**src/breakout_params.svh**
```systemverilog
`ifndef BREAKOUT_PARAMS_SVH
`define BREAKOUT_PARAMS_SVH

`define H_ACTIVE 640
`define H_FRONT 16
`define H_SYNC 96
`define H_BACK 48
`define V_ACTIVE 480
`define V_FRONT 10
`define V_SYNC 2
`define V_BACK 33

`define COORD_W 10
`define COLOR_W 10

`define BORDER 10
`define PADDLE_W 80
`define PADDLE_H 10
`define PADDLE_Y 450
`define PADDLE_STEP 2
`define BALL_R 7
`define BALL_SPEED 2
`define LIVES_INIT 3

`define KEY_ENTER 8'h5A
`define KEY_BKSP 8'h66
`define KEY_LEFT 8'h1C
`define KEY_RIGHT 8'h23

`define STEP_PERIOD_DEFAULT 200000

`endif

```
**src/breakout_pkg.sv**
```systemverilog
`include "breakout_params.svh"

package breakout_pkg;

	typedef struct packed {
		logic [`COORD_W-1:0] x;
		logic [`COORD_W-1:0] y;
	} pixel_pos_t;

	typedef struct packed {
		logic hsync; // Active low
		logic vsync; // Active low
		logic blank_n;
	} vga_sync_t;

	typedef struct packed {
		logic [`COLOR_W-1:0] r;
		logic [`COLOR_W-1:0] g;
		logic [`COLOR_W-1:0] b;
	} rgb_t;

	typedef struct packed {
		logic signed [10:0] x; // Ball centre
		logic signed [10:0] y;
		logic signed [2:0] dx; // Pixels per step
		logic signed [2:0] dy;
	} ball_state_t;

	typedef enum logic [2:0] {
		CMD_NONE,
		CMD_START,
		CMD_RESTART,
		CMD_LEFT,
		CMD_RIGHT
	} key_cmd_t;

	typedef enum logic [1:0] {
		ST_IDLE,
		ST_PLAY,
		ST_OVER
	} game_state_t;

endpackage

```
**src/vga_timing.sv**
```systemverilog
`timescale 1ns/1ps
`include "breakout_params.svh"

module vga_timing (
	input logic VGA_clk,
	input logic reset,
	output breakout_pkg::pixel_pos_t pos,
	output breakout_pkg::vga_sync_t sync
);

	localparam int H_TOTAL = `H_ACTIVE + `H_FRONT + `H_SYNC + `H_BACK; // 800
	localparam int V_TOTAL = `V_ACTIVE + `V_FRONT + `V_SYNC + `V_BACK; // 525
	localparam int H_SYNC_START = `H_ACTIVE + `H_FRONT;
	localparam int V_SYNC_START = `V_ACTIVE + `V_FRONT;

	logic [`COORD_W-1:0] h_next;
	logic [`COORD_W-1:0] v_next;

	// Next raster position, so sync decodes line up with the counters
	always_comb
	begin
		h_next = pos.x + 1'b1;
		v_next = pos.y;
		if (pos.x == H_TOTAL - 1)
		begin
			h_next = '0;
			if (pos.y == V_TOTAL - 1)
				v_next = '0; // Frame wrap
			else
				v_next = pos.y + 1'b1;
		end
	end

	always_ff @(posedge VGA_clk)
	begin
		if (reset)
		begin
			pos <= '0;
			sync.hsync <= 1'b1;
			sync.vsync <= 1'b1;
			sync.blank_n <= 1'b1; // Pixel (0,0) is active
		end
		else
		begin
			pos.x <= h_next;
			pos.y <= v_next;
			sync.hsync <= !((h_next >= H_SYNC_START) && (h_next < H_SYNC_START + `H_SYNC));
			sync.vsync <= !((v_next >= V_SYNC_START) && (v_next < V_SYNC_START + `V_SYNC));
			sync.blank_n <= (h_next < `H_ACTIVE) && (v_next < `V_ACTIVE);
		end
	end

endmodule

```
**src/key_decoder.sv**
```systemverilog
`timescale 1ns/1ps
`include "breakout_params.svh"

module key_decoder (
	input logic VGA_clk,
	input logic reset,
	input logic [7:0] scan_code,
	input logic key_strobe,
	input logic serve,
	output breakout_pkg::key_cmd_t cmd
);

	// Last recognised key stays in force until replaced or served
	always_ff @(posedge VGA_clk)
	begin
		if (reset || serve)
			cmd <= breakout_pkg::CMD_NONE;
		else if (key_strobe)
		begin
			case (scan_code)
				`KEY_ENTER: cmd <= breakout_pkg::CMD_START;
				`KEY_BKSP: cmd <= breakout_pkg::CMD_RESTART;
				`KEY_LEFT: cmd <= breakout_pkg::CMD_LEFT; // a
				`KEY_RIGHT: cmd <= breakout_pkg::CMD_RIGHT; // d
				default: cmd <= cmd; // Unknown codes ignored
			endcase
		end
	end

endmodule

```
**src/game_control.sv**
```systemverilog
`timescale 1ns/1ps
`include "breakout_params.svh"

module game_control #(
	parameter int step_period = `STEP_PERIOD_DEFAULT
) (
	input logic VGA_clk,
	input logic reset,
	input breakout_pkg::key_cmd_t cmd,
	input logic miss,
	output logic step,
	output logic serve,
	output breakout_pkg::game_state_t state,
	output logic [1:0] lives
);

	localparam int CNT_W = $clog2(step_period + 1);

	logic [CNT_W-1:0] step_cnt;
	logic step_wrap;

	assign step_wrap = (step_cnt == step_period - 1);

	// Free-running divider, the strobe only leaves while playing
	always_ff @(posedge VGA_clk)
	begin
		if (reset)
		begin
			step_cnt <= '0;
			step <= 1'b0;
		end
		else
		begin
			step_cnt <= step_wrap ? '0 : step_cnt + 1'b1;
			step <= step_wrap && (state == breakout_pkg::ST_PLAY);
		end
	end

	always_ff @(posedge VGA_clk)
	begin
		if (reset)
		begin
			state <= breakout_pkg::ST_IDLE;
			lives <= 2'(`LIVES_INIT);
			serve <= 1'b0;
		end
		else
		begin
			serve <= 1'b0;
			// Command is still held while serve clears it
			if (cmd == breakout_pkg::CMD_RESTART && !serve)
			begin
				state <= breakout_pkg::ST_IDLE;
				lives <= 2'(`LIVES_INIT);
				serve <= 1'b1;
			end
			else
			begin
				case (state)
					breakout_pkg::ST_IDLE:
						if (cmd == breakout_pkg::CMD_START)
							state <= breakout_pkg::ST_PLAY;
					breakout_pkg::ST_PLAY:
						if (miss)
						begin
							if (lives != 2'd0)
							begin
								lives <= lives - 2'd1;
								serve <= 1'b1; // Re-serve one cycle after miss
							end
							else
								state <= breakout_pkg::ST_OVER;
						end
					breakout_pkg::ST_OVER: state <= breakout_pkg::ST_OVER; // Wait for backspace
					default: state <= breakout_pkg::ST_IDLE;
				endcase
			end
		end
	end

endmodule

```
**src/paddle_control.sv**
```systemverilog
`timescale 1ns/1ps
`include "breakout_params.svh"

module paddle_control (
	input logic VGA_clk,
	input logic reset,
	input logic step,
	input logic serve,
	input breakout_pkg::key_cmd_t cmd,
	output logic [`COORD_W-1:0] paddle_x
);

	localparam int X_MIN = `BORDER + 1; // 11
	localparam int X_MAX = `H_ACTIVE - `BORDER - 1 - `PADDLE_W; // 549
	localparam int X_HOME = (`H_ACTIVE / 2) - (`PADDLE_W / 2); // 280

	always_ff @(posedge VGA_clk)
	begin
		if (reset || serve)
			paddle_x <= `COORD_W'(X_HOME);
		else if (step)
		begin
			if (cmd == breakout_pkg::CMD_LEFT)
			begin
				if (paddle_x < X_MIN + `PADDLE_STEP)
					paddle_x <= `COORD_W'(X_MIN); // Clamp at left border
				else
					paddle_x <= paddle_x - `COORD_W'(`PADDLE_STEP);
			end
			else if (cmd == breakout_pkg::CMD_RIGHT)
			begin
				if (paddle_x + `PADDLE_STEP > X_MAX)
					paddle_x <= `COORD_W'(X_MAX); // Clamp at right border
				else
					paddle_x <= paddle_x + `COORD_W'(`PADDLE_STEP);
			end
		end
	end

endmodule

```
**src/ball_physics.sv**
```systemverilog
`timescale 1ns/1ps
`include "breakout_params.svh"

module ball_physics (
	input logic VGA_clk,
	input logic reset,
	input logic step,
	input logic serve,
	input logic [`COORD_W-1:0] paddle_x,
	output breakout_pkg::ball_state_t ball,
	output logic miss
);

	localparam breakout_pkg::ball_state_t BALL_SERVE = '{
		x: 11'(`H_ACTIVE / 2),
		y: 11'(`PADDLE_Y - `BALL_R),
		dx: 3'sd0,
		dy: 3'(`BALL_SPEED)
	};

	logic signed [10:0] px;
	logic hit_side_wall;
	logic hit_bottom;
	logic hit_top;
	logic hit_pad_top;
	logic hit_pad_side;
	logic take_miss;
	logic held; // Ball parked after a miss
	breakout_pkg::ball_state_t bounced;
	breakout_pkg::ball_state_t moved;

	assign px = $signed({1'b0, paddle_x});

	always_comb
	begin
		hit_side_wall = (ball.x + `BALL_R == `H_ACTIVE - `BORDER)
			|| (ball.x - `BALL_R == `BORDER);
		hit_bottom = (ball.y + `BALL_R == `V_ACTIVE);
		hit_top = (ball.y - `BALL_R == `BORDER);
		hit_pad_top = (ball.y + `BALL_R == `PADDLE_Y)
			&& (ball.x >= px) && (ball.x <= px + `PADDLE_W);
		hit_pad_side = (ball.y >= `PADDLE_Y) && (ball.y <= `PADDLE_Y + `PADDLE_H)
			&& ((ball.x + `BALL_R == px) || (ball.x - `BALL_R == px + `PADDLE_W));
		take_miss = hit_bottom && !hit_side_wall;

		// First matching case wins, bottom never coincides with the later ones
		bounced = ball;
		if (hit_side_wall)
			bounced.dx = -ball.dx;
		else if (hit_top)
			bounced.dy = -ball.dy;
		else if (hit_pad_top)
		begin
			bounced.dy = -ball.dy;
			if (ball.x < px + (3 * `PADDLE_W) / 8)
			begin
				if (ball.dx == 3'sd0)
					bounced.dx = -3'sd1; // Left zone
			end
			else if (ball.x < px + (5 * `PADDLE_W) / 8)
				bounced.dx = 3'sd0; // Centre sends it straight up
			else if (ball.x < px + `PADDLE_W)
			begin
				if (ball.dx == 3'sd0)
					bounced.dx = 3'sd1; // Right zone
			end
		end
		else if (hit_pad_side)
			bounced.dx = -ball.dx;

		moved = bounced;
		moved.x = ball.x + {{8{bounced.dx[2]}}, bounced.dx};
		moved.y = ball.y + {{8{bounced.dy[2]}}, bounced.dy};
	end

	always_ff @(posedge VGA_clk)
	begin
		if (reset || serve)
		begin
			ball <= BALL_SERVE;
			held <= 1'b0;
			miss <= 1'b0;
		end
		else
		begin
			miss <= 1'b0;
			if (step && !held)
			begin
				if (take_miss)
				begin
					miss <= 1'b1;
					held <= 1'b1;
				end
				else
					ball <= moved;
			end
		end
	end

endmodule

```
**src/pixel_renderer.sv**
```systemverilog
`timescale 1ns/1ps
`include "breakout_params.svh"

module pixel_renderer (
	input logic VGA_clk,
	input logic reset,
	input breakout_pkg::pixel_pos_t pos,
	input breakout_pkg::vga_sync_t sync,
	input logic [`COORD_W-1:0] paddle_x,
	input breakout_pkg::ball_state_t ball,
	output breakout_pkg::rgb_t rgb,
	output breakout_pkg::vga_sync_t sync_out
);

	logic signed [10:0] ddx;
	logic signed [10:0] ddy;
	logic [21:0] sq_x;
	logic [21:0] sq_y;
	logic [22:0] dist_sq;
	logic is_border;
	logic is_ball;
	logic is_paddle;

	always_comb
	begin
		is_border = (pos.x <= `BORDER) || (pos.x >= `H_ACTIVE - `BORDER) || (pos.y <= `BORDER);

		// Disc test against the ball centre
		ddx = $signed({1'b0, pos.x}) - ball.x;
		ddy = $signed({1'b0, pos.y}) - ball.y;
		sq_x = ddx * ddx;
		sq_y = ddy * ddy;
		dist_sq = sq_x + sq_y;
		is_ball = (dist_sq < `BALL_R * `BALL_R);

		is_paddle = (pos.x > paddle_x) && (pos.x < paddle_x + `PADDLE_W)
			&& (pos.y >= `PADDLE_Y) && (pos.y <= `PADDLE_Y + `PADDLE_H);
	end

	// Colour and sync leave on the same edge
	always_ff @(posedge VGA_clk)
	begin
		if (reset)
		begin
			rgb <= '0;
			sync_out.hsync <= 1'b1;
			sync_out.vsync <= 1'b1;
			sync_out.blank_n <= 1'b0;
		end
		else
		begin
			rgb.r <= {`COLOR_W{is_border && sync.blank_n}};
			rgb.g <= {`COLOR_W{is_ball && sync.blank_n}};
			rgb.b <= {`COLOR_W{is_paddle && sync.blank_n}};
			sync_out <= sync;
		end
	end

endmodule

```
**src/breakout_top.sv**
```systemverilog
`timescale 1ns/1ps
`include "breakout_params.svh"

module breakout_top #(
	parameter int step_period = `STEP_PERIOD_DEFAULT
) (
	input logic VGA_clk,
	input logic reset,
	input logic [7:0] scan_code,
	input logic key_strobe,
	output logic [`COLOR_W-1:0] VGA_R,
	output logic [`COLOR_W-1:0] VGA_G,
	output logic [`COLOR_W-1:0] VGA_B,
	output logic VGA_hSync,
	output logic VGA_vSync,
	output logic blank_n,
	output logic [1:0] lives,
	output breakout_pkg::game_state_t game_state
);

	breakout_pkg::pixel_pos_t pos;
	breakout_pkg::vga_sync_t sync;
	breakout_pkg::vga_sync_t sync_out;
	breakout_pkg::rgb_t rgb;
	breakout_pkg::key_cmd_t cmd;
	breakout_pkg::ball_state_t ball;
	logic [`COORD_W-1:0] paddle_x;
	logic step;
	logic serve;
	logic miss;

	vga_timing u_vga_timing (.VGA_clk, .reset, .pos, .sync);

	key_decoder u_key_decoder (.VGA_clk, .reset, .scan_code, .key_strobe, .serve, .cmd);

	game_control #(
		.step_period(step_period)
	) u_game_control (
		.VGA_clk, .reset, .cmd, .miss, .step, .serve, .state(game_state), .lives
	);

	paddle_control u_paddle_control (.VGA_clk, .reset, .step, .serve, .cmd, .paddle_x);

	ball_physics u_ball_physics (.VGA_clk, .reset, .step, .serve, .paddle_x, .ball, .miss);

	pixel_renderer u_pixel_renderer (
		.VGA_clk, .reset, .pos, .sync, .paddle_x, .ball, .rgb, .sync_out
	);

	assign VGA_R = rgb.r;
	assign VGA_G = rgb.g;
	assign VGA_B = rgb.b;
	assign VGA_hSync = sync_out.hsync;
	assign VGA_vSync = sync_out.vsync;
	assign blank_n = sync_out.blank_n;

endmodule

```
**config.mk**
```make
export PLATFORM = sky130hd
export DESIGN_NAME = breakout_top
export DESIGN_NICKNAME = d
export VERILOG_FILES = /design/src/breakout_pkg.sv /design/src/vga_timing.sv /design/src/key_decoder.sv /design/src/game_control.sv /design/src/paddle_control.sv /design/src/ball_physics.sv /design/src/pixel_renderer.sv /design/src/breakout_top.sv
export VERILOG_INCLUDE_DIRS = /design/src
export SDC_FILE = /design/constraint.sdc
export NUM_CORES = 1
export LEC_CHECK = 0
export ABC_AREA = 0
export BUFFER_PORTS_ARGS = -buffer_cell sky130_fd_sc_hd__buf_2
export CORE_MARGIN = 8
export CORE_UTILIZATION = 54
export DETAILED_ROUTE_END_ITERATION = 12
export GPL_ROUTABILITY_DRIVEN = 0
export GPL_TIMING_DRIVEN = 0
export PLACE_DENSITY_LB_ADDON = 0.12
export REMOVE_ABC_BUFFERS = 1
export SLEW_MARGIN = 10
export SYNTH_ARGS = -nofsm -noshare
export SYNTH_HDL_FRONTEND = slang
export SYNTH_SLANG_ARGS = --single-unit
```
**constraint.sdc**
```tcl
create_clock -name VGA_clk -period 10.47 [get_ports VGA_clk]
set_input_delay 2.094 -clock VGA_clk [delete_from_list [all_inputs] [get_ports VGA_clk]]
set_output_delay 2.094 -clock VGA_clk [all_outputs]
set_load 0.01 [all_outputs]
```
==> reports/qor.yml <==
status: "finished clean"
grt_max_degree: 28
dieArea_mm2: 0.0395
clock.fmax_mhz: 103
critPathMaxFanout: 8
hold_viol_final: 0
h-tree-depth: 3
ant_nets: 0
setup_viol: 0
ir_drop_mv: 0.516
critPathKind: "reg2reg"
root_buffer: "clkbuf_16"
cp.arrival_ns: 10.00
cts_tree: "built"
slew_headroom: 0.140
synth-edff-count: 0
rsz0062_at_grt: "false"
final_common_cell: "inv_1"
portBuffers: 47
hpwl_um: 34400
die_x_um: 199
start_util: 0.544
ys_seq_area_frac: 0.103
viasPerCell: 5.53
avgSynthCellArea_um2: 8.16
skew_ns: 0.0136
slowest_delay_ns: 0.56
powerDensity_mw_per_mm2: 294
layout_common_cells: "431 x inv_1, 226 x ha_1, 209 x fa_1"
boundaryPins: 48
clkTransAtPathRegs_ns: 0.08
start_kind: "flop"
wl_per_cell_um: 15.7
cts_buffers: 9
fin_nets: 2645
placementRows: 67
ys_warn_count: 0
drv_cap: 0
synth_area_mm2: 0.0180
cts_sinks: 93
min_path_type: "reg2reg"
cp-startpoint: "u_ball_physics.ball[7]"
drc: 0
final_util: 0.568
setup-tns-final_ns: 0
hold_buffers: 0
vias: 14700
worst_slack_ns: 0.767
drt_iter0_drc: 806
first_pass_iters: 5
syn2layout_area_growth_pct: 4.58
synthArstFlopShare: 0
ys_types: 81
grt_pass1_wl_um: 71100
clock_path_buffers: 2
n_antenna_cell: 0
core_mm2: 0.0332
cpMaxStageDelayCell: "fa_1"
grt.total_usage: 0.219
min_from: "u_vga_timing.sync[2]"
routed_wl_um: 41500
cp-end-kind: "flop"
cp_data_required_time_ns: 10.76
placed_area_mm2: 0.0185
synth-main-ff-cell: "dfxtp_1"
fillerInstances: 3133
synthCells: 2211
synth-seq-cells: 93
rr_startpoint: "u_ball_physics.ball[7]"
die_h_um: 199
antenna_found_initial: 0
clkLatencyLatePin_ns: 0.37
finalMaxSlewViolations: 0
layout_min_cycle_time_ns: 9.70
finish.instance_area_mm2: 0.0189
worst_pin_slew_ns: 1.28
gr-total-overflow: 0
hold_ws_ns: 0.413
layout-drive-gt1-share: 0.0590
grt_pass1_vias: 15000
final.period_utilization: 0.927
dpl_worst_slack_ns: -0.264
leakagePower_nw: 9.37
worst max-delay path: cells and delay by family, from the launching register on:
family / cells / cell delay (ns)
simple gates: 10 / 2.09
compound gates: 13 / 2.65
flops: 1 / 0.45
xor+xnor: 1 / 0.17
fa+ha+maj: 8 / 3.67
buf+inv: 6 / 0.62
cell type report:
class	instances	area, um^2	area share
Clock buffer	9	225	0.0119
Clock inverter	7	81.3	0.00431
Inverter	438	1650	0.0876
Multi-Input combinational cell	1601	14200	0.751
Sequential cell	93	1880	0.0996
Tap cell	448	561	0.0297
Timing Repair Buffer	54	303	0.0160
per-layer routing:
layer | wire length, um | track usage | vias up
li1 | - | - | 7183
met1 | 18400 | 0.277 | 7124
met2 | 20700 | 0.389 | 283
met3 | 1330 | 0.0186 | 71
met4 | 1080 | 0.0705 | 0
met5 | 0 | 0 | -
flip-flops by register name (all words and copies together), names as in the netlist, 3 cells and up:
name	cells
u_ball_physics.ball	25
u_vga_timing.pos	20
u_game_control.step_cnt	18
u_paddle_control.paddle_x	10
u_key_decoder.cmd	3
u_pixel_renderer.rgb	3
u_pixel_renderer.sync_out	3
u_vga_timing.sync	3
power by group:
group          switching (mW)  internal, mW
clock                   0.172         0.171
combinational            2.75          2.10
sequential            0.00611         0.355
total                    2.93          2.63
cells by family (layout without fill, tap and decap cells):
kind of cell / after synthesis / after routing / synth area share
compound gates: 356 / 356 / 0.131
xor+xnor: 168 / 168 / 0.0831
buf+inv: 517 / 508 / 0.115
flops: 93 / 93 / 0.103
simple gates: 615 / 615 / 0.163
mux: 25 / 25 / 0.0142
fa+ha+maj: 437 / 437 / 0.391
repair_timing:
item,CTS,global route
setup endpoints to repair,1,1
buffers inserted,0,5
gates resized for setup,4,20
pin swaps,0,1
synthesized netlist by cell type, types with 17 or more instances:
library cell | instances | area, um^2
xor2_1 | 51 | 447
clkbuf_1 | 36 | 135
o211ai_1 | 20 | 150
nor4_1 | 17 | 106
a31oi_1 | 18 | 113
nor2_1 | 197 | 739
mux2i_1 | 20 | 200
dfxtp_1 | 93 | 1860
and3_1 | 26 | 163
ha_1 | 226 | 2830
buf_4 | 27 | 203
a21o_1 | 39 | 293
nor3_1 | 48 | 240
fa_1 | 211 | 4220
xnor2_1 | 114 | 998
o21ai_0 | 53 | 265
nand3_1 | 45 | 225
a21oi_1 | 105 | 526
inv_1 | 432 | 1620
nand2_1 | 163 | 612
stage by stage:
stage	instances	power [mW]
after detailed placement	2629	5.23
after CTS	2645	5.61
after floorplan	2132	4.26
after global placement	2627	5.17
after global routing	2650	6.33
final	2650	5.55
final timing paths:
path / to / slack (ns) / cells past startpoint
hold / removal: u_pixel_renderer.sync_out[2] / 0.41 / 1
setup / recovery: u_pixel_renderer.rgb[10] / 0.77 / 38
hold reg to reg: u_pixel_renderer.sync_out[2] / 0.41 / 1
setup reg to reg: u_pixel_renderer.rgb[10] / 0.77 / 38
(Power assumes the default switching activity.)
